File: config.mk
export PLATFORM = sky130hd
export DESIGN_NAME = spi_flash_top
export DESIGN_NICKNAME = d
export VERILOG_FILES = /design/src/spi_flash_pkg.sv /design/src/spi_flash_regs.sv /design/src/spi_flash_read_port.sv /design/src/spi_flash_ctrl.sv /design/src/spi_flash_sclk_gen.sv /design/src/spi_flash_shifter.sv /design/src/spi_flash_top.sv
export SDC_FILE = /design/constraint.sdc
export NUM_CORES = 1
export LEC_CHECK = 0
export ABC_AREA = 1
export BUFFER_PORTS_ARGS = -buffer_cell sky130_fd_sc_hd__buf_2
export CAP_MARGIN = 10
export CELL_PAD_IN_SITES_DETAIL_PLACEMENT = 0
export CELL_PAD_IN_SITES_GLOBAL_PLACEMENT = 2
export CORE_UTILIZATION = 31
export DETAILED_ROUTE_END_ITERATION = 16
export GPL_TIMING_DRIVEN = 1
export PLACE_DENSITY_LB_ADDON = 0.1
export REMOVE_ABC_BUFFERS = 1
export SYNTH_ARGS = -nofsm -noshare
export SYNTH_HDL_FRONTEND = slang
export SYNTH_SLANG_ARGS = --single-unit
File: constraint.sdc
create_clock -name clk -period 3.9 [get_ports clk]
set_input_delay 0 -clock clk [delete_from_list [all_inputs] [get_ports clk]]
set_output_delay 0 -clock clk [all_outputs]
set_load 0.02 [all_outputs]
File: src/spi_flash_pkg.sv
`default_nettype none

package spi_flash_pkg;

    localparam int CLKS_PER_HALF_SCLK = 2;
    localparam int SCLK_CNT_W = (CLKS_PER_HALF_SCLK > 1) ? $clog2(CLKS_PER_HALF_SCLK) : 1;
    localparam int FLASH_ADDR_W = 24;
    localparam int DATA_W = 32;
    localparam int REG_ADDR_W = 3;

    // command word fields.
    localparam int CMD_OPCODE_LSB = 0;
    localparam int CMD_OPCODE_W = 8;
    localparam int CMD_NBITS_LSB = 8;
    localparam int CMD_NBITS_W = 6;
    localparam int CMD_DUMMY_LSB = 16;
    localparam int CMD_DUMMY_W = 4;
    localparam int CMD_ADDR_EN_BIT = 20;

    // transfer word fields.
    localparam int XFER_TYPE_LSB = 0;
    localparam int XFER_TYPE_W = 2;
    localparam int XFER_QUAD_BIT = 2;
    localparam int XFER_W = 3;

    typedef enum logic [REG_ADDR_W-1:0] {
        REG_ADDRESS, REG_DATAIN, REG_COMMAND, REG_XFER,
        REG_START, REG_DATAOUT, REG_STATUS, REG_SOFT_RST
    } reg_addr_t;

    typedef enum logic [XFER_TYPE_W-1:0] {
        XFER_CMD   = 2'd0, // opcode only.
        XFER_WRITE = 2'd1,
        XFER_READ  = 2'd2
    } xfer_type_t;

    typedef enum logic [2:0] {
        ST_IDLE, ST_OPCODE, ST_ADDR, ST_DUMMY, ST_DATA, ST_DONE
    } ctrl_state_t;

endpackage

`default_nettype wire

File: src/spi_flash_regs.sv
`timescale 1ns/100ps
`default_nettype none

module spi_flash_regs
    import spi_flash_pkg::*;
(
    input  logic                    clk,
    input  logic                    rst,
    input  logic                    wb_cyc,
    input  logic                    wb_stb,
    input  logic                    wb_we,
    input  logic [REG_ADDR_W-1:0]   wb_adr,
    input  logic [DATA_W-1:0]       wb_dat_w,
    input  logic [DATA_W-1:0]       dout,
    input  logic                    busy,
    input  logic                    done,
    output logic                    wb_ack,
    output logic [DATA_W-1:0]       wb_dat_r,
    output logic [FLASH_ADDR_W-1:0] flash_addr,
    output logic [DATA_W-1:0]       din,
    output logic [DATA_W-1:0]       command,
    output logic [XFER_W-1:0]       xfer,
    output logic                    sw_start,
    output logic                    soft_rst
);

    logic      access;
    reg_addr_t addr;

    assign access = wb_cyc && wb_stb && !wb_ack; // first cycle of a cycle.
    assign addr   = reg_addr_t'(wb_adr);

    always_ff @(posedge clk or posedge rst) begin
        if (rst) begin
            wb_ack     <= 1'b0;
            sw_start   <= 1'b0;
            soft_rst   <= 1'b0;
            flash_addr <= '0;
            din        <= '0;
            command    <= '0;
            xfer       <= '0;
        end else begin
            wb_ack   <= access;
            sw_start <= 1'b0;
            soft_rst <= 1'b0;
            if (access && wb_we) begin
                case (addr)
                    REG_ADDRESS:  flash_addr <= wb_dat_w[FLASH_ADDR_W-1:0];
                    REG_DATAIN:   din <= wb_dat_w;
                    REG_COMMAND:  command <= wb_dat_w;
                    REG_XFER:     xfer <= wb_dat_w[XFER_W-1:0];
                    REG_START:    sw_start <= 1'b1;
                    REG_SOFT_RST: soft_rst <= 1'b1;
                    default: ;
                endcase
            end
        end
    end

    always_ff @(posedge clk) begin
        if (access) begin
            case (addr)
                REG_ADDRESS: wb_dat_r <= DATA_W'(flash_addr);
                REG_DATAIN:  wb_dat_r <= din;
                REG_COMMAND: wb_dat_r <= command;
                REG_XFER:    wb_dat_r <= DATA_W'(xfer);
                REG_DATAOUT: wb_dat_r <= dout;
                REG_STATUS:  wb_dat_r <= {{(DATA_W-2){1'b0}}, busy, done};
                default:     wb_dat_r <= '0; // write-only strobes.
            endcase
        end
    end

endmodule

`default_nettype wire

File: src/spi_flash_read_port.sv
`timescale 1ns/100ps
`default_nettype none

module spi_flash_read_port
    import spi_flash_pkg::*;
(
    input  logic                    clk,
    input  logic                    rst,
    input  logic                    sw_start,
    input  logic [FLASH_ADDR_W-1:0] flash_addr,
    input  logic [DATA_W-1:0]       command,
    input  logic [XFER_W-1:0]       xfer,
    input  logic                    cache_valid,
    input  logic [FLASH_ADDR_W-1:0] cache_addr,
    input  logic                    xfer_done,
    output logic                    eng_start,
    output logic [FLASH_ADDR_W-1:0] eng_addr,
    output logic [DATA_W-1:0]       eng_command,
    output logic [XFER_W-1:0]       eng_xfer,
    output logic                    cache_ready,
    output logic                    done,
    output logic                    busy
);

    logic eng_busy;
    logic serving_cache;
    logic pending_sw;
    logic launch_cache;
    logic launch_sw;

    // cache wins a tie; its valid is still high in the ready cycle.
    assign launch_cache = !eng_busy && cache_valid && !cache_ready;
    assign launch_sw    = !eng_busy && (sw_start || pending_sw) && !launch_cache;
    assign busy         = eng_busy || pending_sw;

    always_ff @(posedge clk or posedge rst) begin
        if (rst) begin
            eng_start     <= 1'b0;
            eng_busy      <= 1'b0;
            serving_cache <= 1'b0;
            pending_sw    <= 1'b0;
            cache_ready   <= 1'b0;
            done          <= 1'b0;
        end else begin
            eng_start   <= launch_cache || launch_sw;
            cache_ready <= xfer_done && serving_cache;
            if (launch_cache || launch_sw) begin
                eng_busy      <= 1'b1;
                serving_cache <= launch_cache;
            end else if (xfer_done) begin
                eng_busy <= 1'b0;
            end
            if (launch_sw)
                pending_sw <= 1'b0;
            else if (sw_start && (launch_cache || (eng_busy && serving_cache)))
                pending_sw <= 1'b1; // hold until the cache frame ends.
            if (xfer_done && !serving_cache)
                done <= 1'b1;
            else if (launch_sw)
                done <= 1'b0;
        end
    end

    always_comb begin
        eng_addr    = serving_cache ? cache_addr : flash_addr;
        eng_command = command;
        eng_xfer    = xfer;
        if (serving_cache) begin
            eng_command[CMD_NBITS_LSB +: CMD_NBITS_W]   = CMD_NBITS_W'(DATA_W);
            eng_xfer[XFER_TYPE_LSB +: XFER_TYPE_W] = XFER_READ;
        end
    end

endmodule

`default_nettype wire

File: src/spi_flash_ctrl.sv
`timescale 1ns/100ps
`default_nettype none

module spi_flash_ctrl
    import spi_flash_pkg::*;
(
    input  logic              clk,
    input  logic              rst,
    input  logic              soft_rst,
    input  logic              eng_start,
    input  logic [DATA_W-1:0] eng_command,
    input  logic [XFER_W-1:0] eng_xfer,
    input  logic              shift_en,
    input  logic              sample_en,
    output logic              sclk_en,
    output logic              ss,
    output ctrl_state_t       load_sel,
    output logic              quad,
    output logic              data_oe,
    output logic              capture_en,
    output logic              xfer_done
);

    ctrl_state_t            state, next_state, after_state;
    logic [5:0]             bit_cnt;  // sclk periods left in this phase.
    logic [5:0]             phase_len;
    logic [5:0]             data_len;
    logic [CMD_NBITS_W-1:0] nbits;
    logic [CMD_DUMMY_W-1:0] dummy;
    logic                   addr_en;
    logic                   quad_en;
    xfer_type_t             xtype;
    logic                   data_on;

    // frame settings are held for the whole frame.
    always_ff @(posedge clk) begin
        if (state == ST_IDLE && eng_start) begin
            nbits   <= eng_command[CMD_NBITS_LSB +: CMD_NBITS_W];
            dummy   <= eng_command[CMD_DUMMY_LSB +: CMD_DUMMY_W];
            addr_en <= eng_command[CMD_ADDR_EN_BIT];
            quad_en <= eng_xfer[XFER_QUAD_BIT];
            xtype   <= xfer_type_t'(eng_xfer[XFER_TYPE_LSB +: XFER_TYPE_W]);
        end
    end

    assign data_len = quad_en ? 6'(nbits >> 2) : 6'(nbits);
    assign data_on  = (xtype != XFER_CMD) && (data_len != '0);

    // next enabled phase after the current one.
    always_comb begin
        after_state = ST_DONE;
        case (state)
            ST_OPCODE: begin
                if (addr_en)             after_state = ST_ADDR;
                else if (dummy != '0)    after_state = ST_DUMMY;
                else if (data_on)        after_state = ST_DATA;
            end
            ST_ADDR: begin
                if (dummy != '0)         after_state = ST_DUMMY;
                else if (data_on)        after_state = ST_DATA;
            end
            ST_DUMMY: if (data_on) after_state = ST_DATA;
            default: after_state = ST_DONE;
        endcase
        case (after_state)
            ST_ADDR:  phase_len = 6'(FLASH_ADDR_W);
            ST_DUMMY: phase_len = 6'(dummy);
            ST_DATA:  phase_len = data_len;
            default:  phase_len = '0;
        endcase
    end

    always_comb begin
        next_state = state;
        case (state)
            ST_IDLE: if (eng_start) next_state = ST_OPCODE;
            ST_DONE: next_state = ST_IDLE;
            default: begin
                if (after_state == ST_DONE) begin
                    if (sample_en && bit_cnt == 6'd1) next_state = ST_DONE; // last bit in.
                end else if (shift_en && bit_cnt == '0) begin
                    next_state = after_state;
                end
            end
        endcase
    end

    always_ff @(posedge clk or posedge rst) begin
        if (rst) begin
            state     <= ST_IDLE;
            bit_cnt   <= '0;
            ss        <= 1'b1;
            xfer_done <= 1'b0;
        end else if (soft_rst) begin
            state     <= ST_IDLE;
            bit_cnt   <= '0;
            ss        <= 1'b1;
            xfer_done <= 1'b0;
        end else begin
            state     <= next_state;
            ss        <= (next_state == ST_IDLE);
            xfer_done <= (state == ST_DONE);
            if (state == ST_IDLE && eng_start)
                bit_cnt <= 6'(CMD_OPCODE_W);
            else if (next_state != state)
                bit_cnt <= phase_len;
            else if (sample_en && bit_cnt != '0)
                bit_cnt <= bit_cnt - 6'd1;
        end
    end

    always_comb begin
        load_sel = ST_IDLE; // no load.
        if (next_state != state && (next_state == ST_OPCODE || next_state == ST_ADDR ||
                (next_state == ST_DATA && xtype == XFER_WRITE)))
            load_sel = next_state;
    end

    assign sclk_en    = (state != ST_IDLE) && (state != ST_DONE);
    assign quad       = (state == ST_DATA) && quad_en;
    assign capture_en = (state == ST_DATA) && (xtype == XFER_READ);
    assign data_oe    = (state != ST_IDLE) && !(quad && xtype == XFER_READ);

endmodule

`default_nettype wire

File: src/spi_flash_sclk_gen.sv
`timescale 1ns/100ps
`default_nettype none

module spi_flash_sclk_gen
    import spi_flash_pkg::*;
(
    input  logic clk,
    input  logic rst,
    input  logic sclk_en,
    output logic sclk,
    output logic shift_en,
    output logic sample_en
);

    logic [SCLK_CNT_W-1:0] cnt;

    always_ff @(posedge clk or posedge rst) begin
        if (rst) begin
            cnt       <= '0;
            sclk      <= 1'b0;
            shift_en  <= 1'b0;
            sample_en <= 1'b0;
        end else if (!sclk_en) begin
            cnt       <= '0; // park low between frames.
            sclk      <= 1'b0;
            shift_en  <= 1'b0;
            sample_en <= 1'b0;
        end else if (cnt == SCLK_CNT_W'(CLKS_PER_HALF_SCLK - 1)) begin
            cnt       <= '0;
            sclk      <= ~sclk;
            sample_en <= ~sclk; // rising edge.
            shift_en  <= sclk;  // falling edge.
        end else begin
            cnt       <= cnt + 1'b1;
            shift_en  <= 1'b0;
            sample_en <= 1'b0;
        end
    end

endmodule

`default_nettype wire

File: src/spi_flash_shifter.sv
`timescale 1ns/100ps
`default_nettype none

module spi_flash_shifter
    import spi_flash_pkg::*;
(
    input  logic                    clk,
    input  logic                    rst,
    input  ctrl_state_t             load_sel,
    input  logic [DATA_W-1:0]       eng_command,
    input  logic [FLASH_ADDR_W-1:0] eng_addr,
    input  logic [DATA_W-1:0]       din,
    input  logic                    quad,
    input  logic                    data_oe,
    input  logic                    shift_en,
    input  logic                    sample_en,
    input  logic                    capture_en,
    input  logic [3:0]              dq_in,
    output logic [3:0]              dq_out,
    output logic [3:0]              dq_oe,
    output logic [DATA_W-1:0]       dout
);

    logic [DATA_W-1:0]      sr;
    logic [CMD_NBITS_W-1:0] wr_pad;

    // write data of fewer than 32 bits goes out from its top bit.
    assign wr_pad = CMD_NBITS_W'(DATA_W) - eng_command[CMD_NBITS_LSB +: CMD_NBITS_W];

    always_ff @(posedge clk or posedge rst) begin
        if (rst) begin
            sr <= '0;
        end else begin
            case (load_sel)
                ST_OPCODE: sr <= {eng_command[CMD_OPCODE_LSB +: CMD_OPCODE_W],
                                  {(DATA_W-CMD_OPCODE_W){1'b0}}};
                ST_ADDR:   sr <= {eng_addr, {(DATA_W-FLASH_ADDR_W){1'b0}}};
                ST_DATA:   sr <= din << wr_pad;
                default: begin
                    if (shift_en) sr <= quad ? sr << 4 : sr << 1;
                end
            endcase
        end
    end

    always_ff @(posedge clk) begin
        if (load_sel == ST_OPCODE)
            dout <= '0; // new frame.
        else if (sample_en && capture_en)
            dout <= quad ? {dout[DATA_W-5:0], dq_in} : {dout[DATA_W-2:0], dq_in[1]};
    end

    always_comb begin
        if (quad) begin
            dq_out = sr[DATA_W-1 -: 4];
            dq_oe  = {4{data_oe}};
        end else begin
            dq_out = {2'b11, 1'b0, sr[DATA_W-1]}; // hold and wp high.
            dq_oe  = {data_oe, data_oe, 1'b0, 1'b1};
        end
    end

endmodule

`default_nettype wire

File: src/spi_flash_top.sv
`timescale 1ns/100ps
`default_nettype none

module spi_flash_top
    import spi_flash_pkg::*;
(
    input  logic                    clk,
    input  logic                    rst,
    input  logic                    wb_cyc,
    input  logic                    wb_stb,
    input  logic                    wb_we,
    input  logic [REG_ADDR_W-1:0]   wb_adr,
    input  logic [DATA_W-1:0]       wb_dat_w,
    output logic                    wb_ack,
    output logic [DATA_W-1:0]       wb_dat_r,
    input  logic                    cache_valid,
    input  logic [FLASH_ADDR_W-1:0] cache_addr,
    input  logic [3:0]              dq_in,
    output logic                    sclk,
    output logic                    ss,
    output logic [3:0]              dq_out,
    output logic [3:0]              dq_oe,
    output logic                    cache_ready,
    output logic [DATA_W-1:0]       cache_rdata
);

    logic [FLASH_ADDR_W-1:0] flash_addr, eng_addr;
    logic [DATA_W-1:0]       din, command, eng_command;
    logic [XFER_W-1:0]       xfer, eng_xfer;
    logic                    sw_start, soft_rst, eng_rst;
    logic                    busy, done, eng_start, xfer_done;
    logic                    sclk_en, shift_en, sample_en;
    logic                    quad, data_oe, capture_en;
    ctrl_state_t             load_sel;

    assign eng_rst = rst | soft_rst; // soft reset also drops pending requests.

    spi_flash_regs u_regs (
        .clk, .rst, .wb_cyc, .wb_stb, .wb_we, .wb_adr, .wb_dat_w,
        .dout(cache_rdata), .busy, .done, .wb_ack, .wb_dat_r,
        .flash_addr, .din, .command, .xfer, .sw_start, .soft_rst
    );

    spi_flash_read_port u_read_port (
        .clk, .rst(eng_rst), .sw_start, .flash_addr, .command, .xfer,
        .cache_valid, .cache_addr, .xfer_done, .eng_start, .eng_addr,
        .eng_command, .eng_xfer, .cache_ready, .done, .busy
    );

    spi_flash_ctrl u_ctrl (
        .clk, .rst, .soft_rst, .eng_start, .eng_command, .eng_xfer,
        .shift_en, .sample_en, .sclk_en, .ss, .load_sel, .quad,
        .data_oe, .capture_en, .xfer_done
    );

    spi_flash_sclk_gen u_sclk_gen (
        .clk, .rst, .sclk_en, .sclk, .shift_en, .sample_en
    );

    spi_flash_shifter u_shifter (
        .clk, .rst, .load_sel, .eng_command, .eng_addr, .din, .quad,
        .data_oe, .shift_en, .sample_en, .capture_en, .dq_in,
        .dq_out, .dq_oe, .dout(cache_rdata)
    );

endmodule

`default_nettype wire

==> metrics.csv, run 1 <==
stage,metric,value,unit
critical_path,CP arrival,3.70,ns
clocking,CTS tree,built,
yosys,distinct cell type count after synthesis,48,
power_and_ir_drop,"IR drop worst, VDD",0.000559,V
routing,DR vias/cell,5.07,
timing,Finish-stage setup viols,0,
timing,Min Hold Slack,0.00203,ns
yosys,Yosys warnings,0,
clocking,post_cts resized,0,
cells_and_area,Area Growth Syn to Fin,21.7,%
global_route,GRT Overall Usage,0.239,
routing,1st-iter DRT viols,846,
yosys,synth top area cells,"dfrtp_1, nand2_1, o21ai_0",
critical_path,CP Cell Sequence,inv_2 > nand2_1 > nand2_1 > nor2_1 > nand3_1 > nand3_1 > nand2_1 > nand2_2 > nand2_1 > nand2_1 > nand2_2 > inv_2 > nor2_1 > nand2_1 > nand2_1 > inv_1 > nand2_2 > nand2_2 > nand2_2 > buf_4 > nor2_1 > a21oi_1 > nand2_1,
floorplan,core footprint,39100,um^2
clocking,H-tree depth,1,
floorplan,IO Count,145,
global_route,initial antenna violation count,1,
floorplan,Row Count,72,
critical_path,Setup Crit Path Kind,register to register,
critical_path,CP Launch Type,register,
yosys,Syn Inst Count,1605,
clocking,number of CTS-inserted buffers,28,
yosys,leading area contributor after synthesis,dfrtp_1,
timing,Slew @ Worst Pin,1.08,ns
global_route,grt ovf,0,
critical_path,WP buf/inv,4,
timing,final count of pins violating max slew,0,
timing,Final Hold Violating Endpoints,0,
global_route,first-pass GRT wire length,73500,um
critical_path,Worst setup EP type,register,
power_and_ir_drop,Power Dens Cells,962,nW/um^2
routing,drt drc,0,
floorplan,Die ar.,40800,um^2
yosys,number of flops mapped to enable cells by yosys,46,
power_and_ir_drop,sequential group share of total power,0.261,
yosys,most frequent cells after synthesis,"nand2_1, o21ai_0, inv_1",
critical_path,Top delay family on crit path,simple AND/OR/NAND/NOR gates,
routing,routed vias,11709,
timing,Worst slew margin,0.280,
timing,unrepaired setup endpoints after global routing,false,
clocking,CTS max path bufs,3,
floorplan,width of the die,202,um
routing,Antenna Nets Post-Route,0,
global_route,number of global-route vias before repair,11437,
power_and_ir_drop,Switch Pwr,0.00748,W
power_and_ir_drop,Sw Ratio,0.515,
clocking,clock slew at reported path FFs,0.06,ns
timing,ratio of final minimum period to clock period,0.834,
floorplan,die height,202,um
clocking,clk_lat worst skew,0.59,ns
yosys,top_reg_cell synth,dfrtp_1,
cells_and_area,Layout Cell Area excl Fill,15100,um^2
routing,drt pass-1 iters,7,
timing,setup slack after layout,0.648,ns
critical_path,CP max FO,18,
routing,WL final,48600,um
hold_path,Worst Hold Class,primary input to register,
cells_and_area,# diodes,0,
critical_path,CP max-delay cell,edfxtp_1,
timing,Tmin final,3.25,ns
yosys,sequential fraction of the synthesis area,0.460,
critical_path,CP dominant cell by count,nand2_1,
yosys,Post-Syn Area per Cell,7.73,um^2
routing,routed length per placed instance,21.0,um
power_and_ir_drop,cell internal pwr,0.00706,W
cells_and_area,layout cells sized above 1,0.155,
floorplan,Initial Utilization,0.317,
timing,clk_skew,0.0286,ns
placed_design,post-place instance area,13600,um^2
yosys,Mapped Area,12400,um^2
power_and_ir_drop,Logic pwr share,0.566,
placed_design,RD Place Congestion,0.906,
yosys,most common cell in the netlist,nand2_1,
clocking,CTS root buffer,clkbuf_16,
flow_run,max-capacitance violation count,0,
timing,max frequency,307,MHz
global_route,largest net degree at the start of global routing,85,
yosys,ys async rst share,0.653,
power_and_ir_drop,Pleak,6.98,nW
critical_path,WP data required,4.35,ns
critical_path,max incr delay on CP,0.45,ns
yosys,top cell type's share of synthesized area,0.294,
placed_design,number of input and output port buffers inserted,144,
yosys,number of synthesized register bits,225,
placed_design,"worst slack, placed",0.624,ns
placed_design,Final HPWL DP,35300,um
status,outcome,"complete, no violations",
power_and_ir_drop,clock power share,0.173,
cells_and_area,Final Net Count,1841,
timing,Sum Neg Setup Slack,0,ns
clocking,clk sinks,225,
worst reg2reg max path, delay by kind of cell (launching register included):
kind	cells	cell delay, ns
AOI/OAI and AO/OA	1	0.24
and+or+nand+nor	18	1.87
buffers and inverters	4	0.58
DFF	1	0.45
state kept, by name, indices dropped and copies added (netlist names), 2 cells and up:
name and count:
u_regs.command 32, u_regs.din 32, u_regs.wb_dat_r 32, u_shifter.dout 32, u_shifter.sr 32, u_regs.flash_addr 24
u_ctrl.bit_cnt 6, u_ctrl.nbits 6, u_ctrl.dummy 4, u_ctrl.state 3, u_regs.xfer 3, u_ctrl.xtype 2
power groups by stage:
stage / combinational (W) / clock [W] / sequential, W
CTS: 0.00823 / 0.00257 / 0.00380
global placement: 0.00820 / 0 / 0.00384
floorplan: 0.00511 / 0 / 0.00381
finish: 0.00823 / 0.00251 / 0.00379
detailed placement: 0.00815 / 0 / 0.00384
global route: 0.00922 / 0.00266 / 0.00388
area by class of cell:
type | count | area (um^2)
clock buffer | 41 | 769
clock inverter | 11 | 100
fill | 4218 | 24000
inverter | 196 | 741
multi-input combinational | 1086 | 5600
sequential | 225 | 5700
tap | 518 | 648
timing repair buffer | 232 | 1540
what timing repair did:
item	in CTS	in global routing
hold buffers	59	0
hold endpoints to repair	203	0
buffers inserted	0	0
cell usage in the layout, fill, tap and decap left out, types with 3 or more instances in the layout:
| master | synthesis | routed |
|---|---|---|
| nand2_1 | 386 | 385 |
| o21ai_0 | 280 | 280 |
| inv_1 | 184 | 182 |
| dfrtp_1 | 146 | 146 |
| buf_2 | 10 | 144 |
| nor2_1 | 89 | 84 |
| a21oi_1 | 60 | 60 |
| dlygate4sd3_1 | 0 | 59 |
| edfxtp_1 | 46 | 46 |
| nand3_1 | 38 | 38 |
| a211oi_1 | 34 | 34 |
| dfxtp_1 | 32 | 32 |
| a22oi_1 | 30 | 30 |
| clkbuf_16 | 0 | 28 |
| buf_4 | 5 | 28 |
| o221ai_1 | 25 | 25 |
| mux2_2 | 20 | 20 |
| o22ai_1 | 18 | 18 |
| nand4_1 | 16 | 16 |
| o211ai_1 | 14 | 14 |
| inv_2 | 12 | 13 |
| nand2_2 | 11 | 12 |
| clkbuf_1 | 74 | 11 |
| nor3_1 | 10 | 8 |
| nor2_4 | 2 | 7 |
| mux2i_1 | 7 | 7 |
| o21a_1 | 6 | 6 |
| clkinv_1 | 0 | 6 |
| xor2_1 | 5 | 5 |
| o21ai_1 | 4 | 4 |
| nor3_2 | 1 | 3 |
| nand3_2 | 3 | 3 |
| a311oi_1 | 3 | 3 |
| a221oi_1 | 3 | 3 |
| ha_1 | 3 | 3 |
final timing paths:
check	depth (start not counted)	from	slack [ns]	to
setup / recovery	23	u_ctrl.quad_en$_DFFE_PP_	0.65	u_shifter.sr[14]$_DFFE_PP0P_
hold / removal	5	cache_addr[1]	0.002	u_shifter.sr[9]$_DFFE_PP0P_
setup reg to reg	23	u_ctrl.quad_en$_DFFE_PP_	0.65	u_shifter.sr[14]$_DFFE_PP0P_
hold reg to reg	1	u_regs.soft_rst$_DFF_PP0_	0.46	u_read_port.cache_ready$_DFF_PP0_
max in group asynchronous	4	rst	2.83	u_regs.flash_addr[5]$_DFFE_PP0P_
min in group asynchronous	3	rst	0.09	u_read_port.cache_ready$_DFF_PP0_
cell families after synthesis:
| family | after synthesis | synth area share |
|---|---|---|
| multiplexers | 27 | 0.0238 |
| buffers and inverters | 294 | 0.0933 |
| AND/OR/NAND/NOR | 566 | 0.189 |
| flip-flops | 225 | 0.460 |
| XOR/XNOR | 6 | 0.00424 |
| adder cells (fa/ha/maj) | 3 | 0.00303 |
| AO/OA/AOI/OAI | 484 | 0.227 |
through the flow:
step | cells | utilization | power (W)
after detailed placement | 2198 | 0.349 | 0.0120
after global routing | 2309 | 0.386 | 0.0158
final | 2309 | 0.386 | 0.0145
after floorplan | 1507 | - | 0.00892
after CTS | 2309 | 0.386 | 0.0146
after global placement | 2198 | 0.349 | 0.0120
routing by layer:
metal | GRT usage | routed length, um
met1 | 0.343 | 23300
met5 | 0 | 0
met4 | 0.0511 | 1020
met2 | 0.383 | 22200
met3 | 0.0314 | 2090
(Power assumes the default switching activity.)
==> inputs of run 2 (changes only) <==
Settings changed: CORE_UTILIZATION 31 to 35.
Clock period 3.9 ns to 3.3 ns, I/O delays scaled along.
==> metrics.csv, run 2 (same netlist as run 1, synthesis figures left out) <==
stage,metric,value,unit
clocking,CTS tree,built,
power_and_ir_drop,Logic pwr share,0.567,
timing,unrepaired setup endpoints after global routing,true,
routing,DR vias/cell,5.18,
placed_design,RD Place Congestion,0.901,
critical_path,max incr delay on CP,0.44,ns
clocking,clk_lat worst skew,0.55,ns
critical_path,Setup Crit Path Kind,register to register,
flow_run,max-capacitance violation count,0,
floorplan,Die ar.,36200,um^2
cells_and_area,layout cells sized above 1,0.167,
critical_path,WP data required,3.79,ns
timing,max frequency,331,MHz
floorplan,die height,190,um
routing,routed length per placed instance,20.3,um
cells_and_area,"commonest non-fill, non-tap cell in the layout",nand2_1,
critical_path,Worst setup EP type,register,
cells_and_area,Layout Cell Area excl Fill,15300,um^2
clocking,number of CTS-inserted buffers,28,
global_route,grt ovf,0,
timing,Finish-stage setup viols,0,
global_route,first-pass GRT wire length,69800,um
cells_and_area,most frequent cells in the layout,"nand2_1, o21ai_0, inv_1, dfrtp_1, buf_2",
timing,Slew @ Worst Pin,0.789,ns
clocking,clock slew at reported path FFs,0.06,ns
floorplan,Row Count,68,
power_and_ir_drop,Pleak,7.13,nW
power_and_ir_drop,clock power share,0.179,
critical_path,CP Cell Sequence,buf_4 > nand2_1 > nand2_1 > nor2_1 > nand3_1 > nand3_1 > nand2_1 > nand2_4 > nand2_1 > nand2_1 > nand2_2 > inv_2 > nand2_1 > nand2_2 > nor2_4 > a21boi_4 > nand2_2 > o21ai_0 > o21ai_0 > nand2_1,
timing,clk_skew,0.00983,ns
power_and_ir_drop,Power Dens Cells,1140,nW/um^2
floorplan,width of the die,190,um
critical_path,WP buf/inv,2,
critical_path,CP Launch Type,register,
status,outcome,"complete, no violations",
floorplan,IO Count,145,
clocking,CTS root buffer,clkbuf_16,
power_and_ir_drop,Sw Ratio,0.495,
placed_design,post-place instance area,13700,um^2
critical_path,Worst Reg-to-Reg Cells,20,
critical_path,CP max FO,19,
power_and_ir_drop,sequential group share of total power,0.254,
cells_and_area,# diodes,0,
routing,drt pass-1 iters,5,
routing,1st-iter DRT viols,802,
routing,Antenna Nets Post-Route,0,
floorplan,core footprint,34700,um^2
clocking,clk sinks,225,
cells_and_area,Area Growth Syn to Fin,23.2,%
global_route,largest net degree at the start of global routing,67,
placed_design,number of input and output port buffers inserted,144,
routing,routed vias,11737,
routing,drt drc,0,
cells_and_area,Final Net Count,1859,
critical_path,CP arrival,3.51,ns
power_and_ir_drop,Switch Pwr,0.00863,W
timing,Worst slew margin,0.472,
timing,final count of pins violating max slew,0,
timing,ratio of final minimum period to clock period,0.916,
critical_path,CP max-delay cell,edfxtp_1,
critical_path,Stages on worst setup path,20,
timing,Tmin final,3.02,ns
power_and_ir_drop,"IR drop worst, VDD",0.00127,V
routing,WL final,45900,um
placed_design,Final HPWL DP,33700,um
timing,Min Hold Slack,0.0296,ns
hold_path,Worst Hold Class,primary input to register,
power_and_ir_drop,cell internal pwr,0.00879,W
global_route,number of global-route vias before repair,11356,
floorplan,Initial Utilization,0.357,
clocking,H-tree depth,1,
global_route,GRT Overall Usage,0.255,
critical_path,Top delay family on crit path,simple AND/OR/NAND/NOR gates,
cells_and_area,Fillers,3590,
global_route,initial antenna violation count,0,
timing,Final Hold Violating Endpoints,0,
critical_path,CP dominant cell by count,nand2_1,
hold_path,hold depth,5,
clocking,CTS max path bufs,3,
==> run 2: metrics by stage <==
| step | power, W | utilization | setup TNS [ns] | worst slack (ns) | cells |
|---|---|---|---|---|---|
| after floorplan | 0.0105 | - | -221.71 | -1.75 | 1507 |
| after global placement | 0.0142 | 0.395 | 0 | 0.175 | 2151 |
| after detailed placement | 0.0142 | 0.395 | 0 | 0.132 | 2151 |
| after CTS | 0.0174 | 0.439 | 0 | 0.119 | 2263 |
| after global routing | 0.0189 | 0.440 | -0.0148 | -0.0148 | 2264 |
| final | 0.0174 | 0.440 | 0 | 0.277 | 2264 |
==> run 2: worst paths after layout <==
| check | slack (ns) | to | from |
|---|---|---|---|
| hold reg to reg | 0.48 | u_ctrl.dummy[3]$_DFFE_PP_ | u_regs.command[19]$_DFFE_PP0P_ |
| max in group asynchronous | 2.26 | u_regs.din[15]$_DFFE_PP0P_ | rst |
| setup reg to reg | 0.28 | u_shifter.sr[16]$_DFFE_PP0P_ | u_ctrl.quad_en$_DFFE_PP_ |
| setup / recovery | 0.28 | u_shifter.sr[16]$_DFFE_PP0P_ | u_ctrl.quad_en$_DFFE_PP_ |
| hold / removal | 0.03 | u_shifter.sr[9]$_DFFE_PP0P_ | cache_addr[1] |
| min in group asynchronous | 0.11 | u_ctrl.xfer_done$_DFF_PP0_ | rst |
==> run 2: power by group through the flow <==
| stage | clock network [W] | registers (W) | logic [W] |
|---|---|---|---|
| finish | 0.00311 | 0.00443 | 0.00989 |
| global route | 0.00329 | 0.00451 | 0.0111 |
| CTS | 0.00317 | 0.00442 | 0.00979 |
| detailed placement | 0 | 0.00447 | 0.00970 |
| global placement | 0 | 0.00447 | 0.00973 |
| floorplan | 0 | 0.00450 | 0.00604 |
==> run 2: tightest hold or removal path: stages <==
cell and delay, ns:
buf_2 0.09, o21ai_0 0.17, o22ai_1 0.17, nand2_1 0.06
nand2_1 0.05
==> run 2: area by class of cell <==
class	instances	area [um^2]	share of cell area
Timing Repair Buffer	250	1720	0.112
Clock buffer	36	772	0.0505
Sequential cell	225	5700	0.373
Inverter	196	743	0.0486
Tap cell	455	569	0.0373
Multi-Input combinational cell	1086	5620	0.368
Clock inverter	16	160	0.0105
==> run 2: repair_timing <==
action / in CTS / in global routing
resized for setup: 0 / 6
endpoints found under the hold margin: 188 / 0
hold buffers: 60 / 0
endpoints found under the setup margin: 0 / 33
buffers inserted: 0 / 1
==> run 2: routing by layer <==
metal / vias up / share of wire / track usage
li1: 5768 / - / -
met1: 5592 / 0.47 / 0.361
met2: 330 / 0.46 / 0.415
met3: 47 / 0.053 / 0.0300
met4: 0 / 0.020 / 0.0563
met5: - / 0 / 0
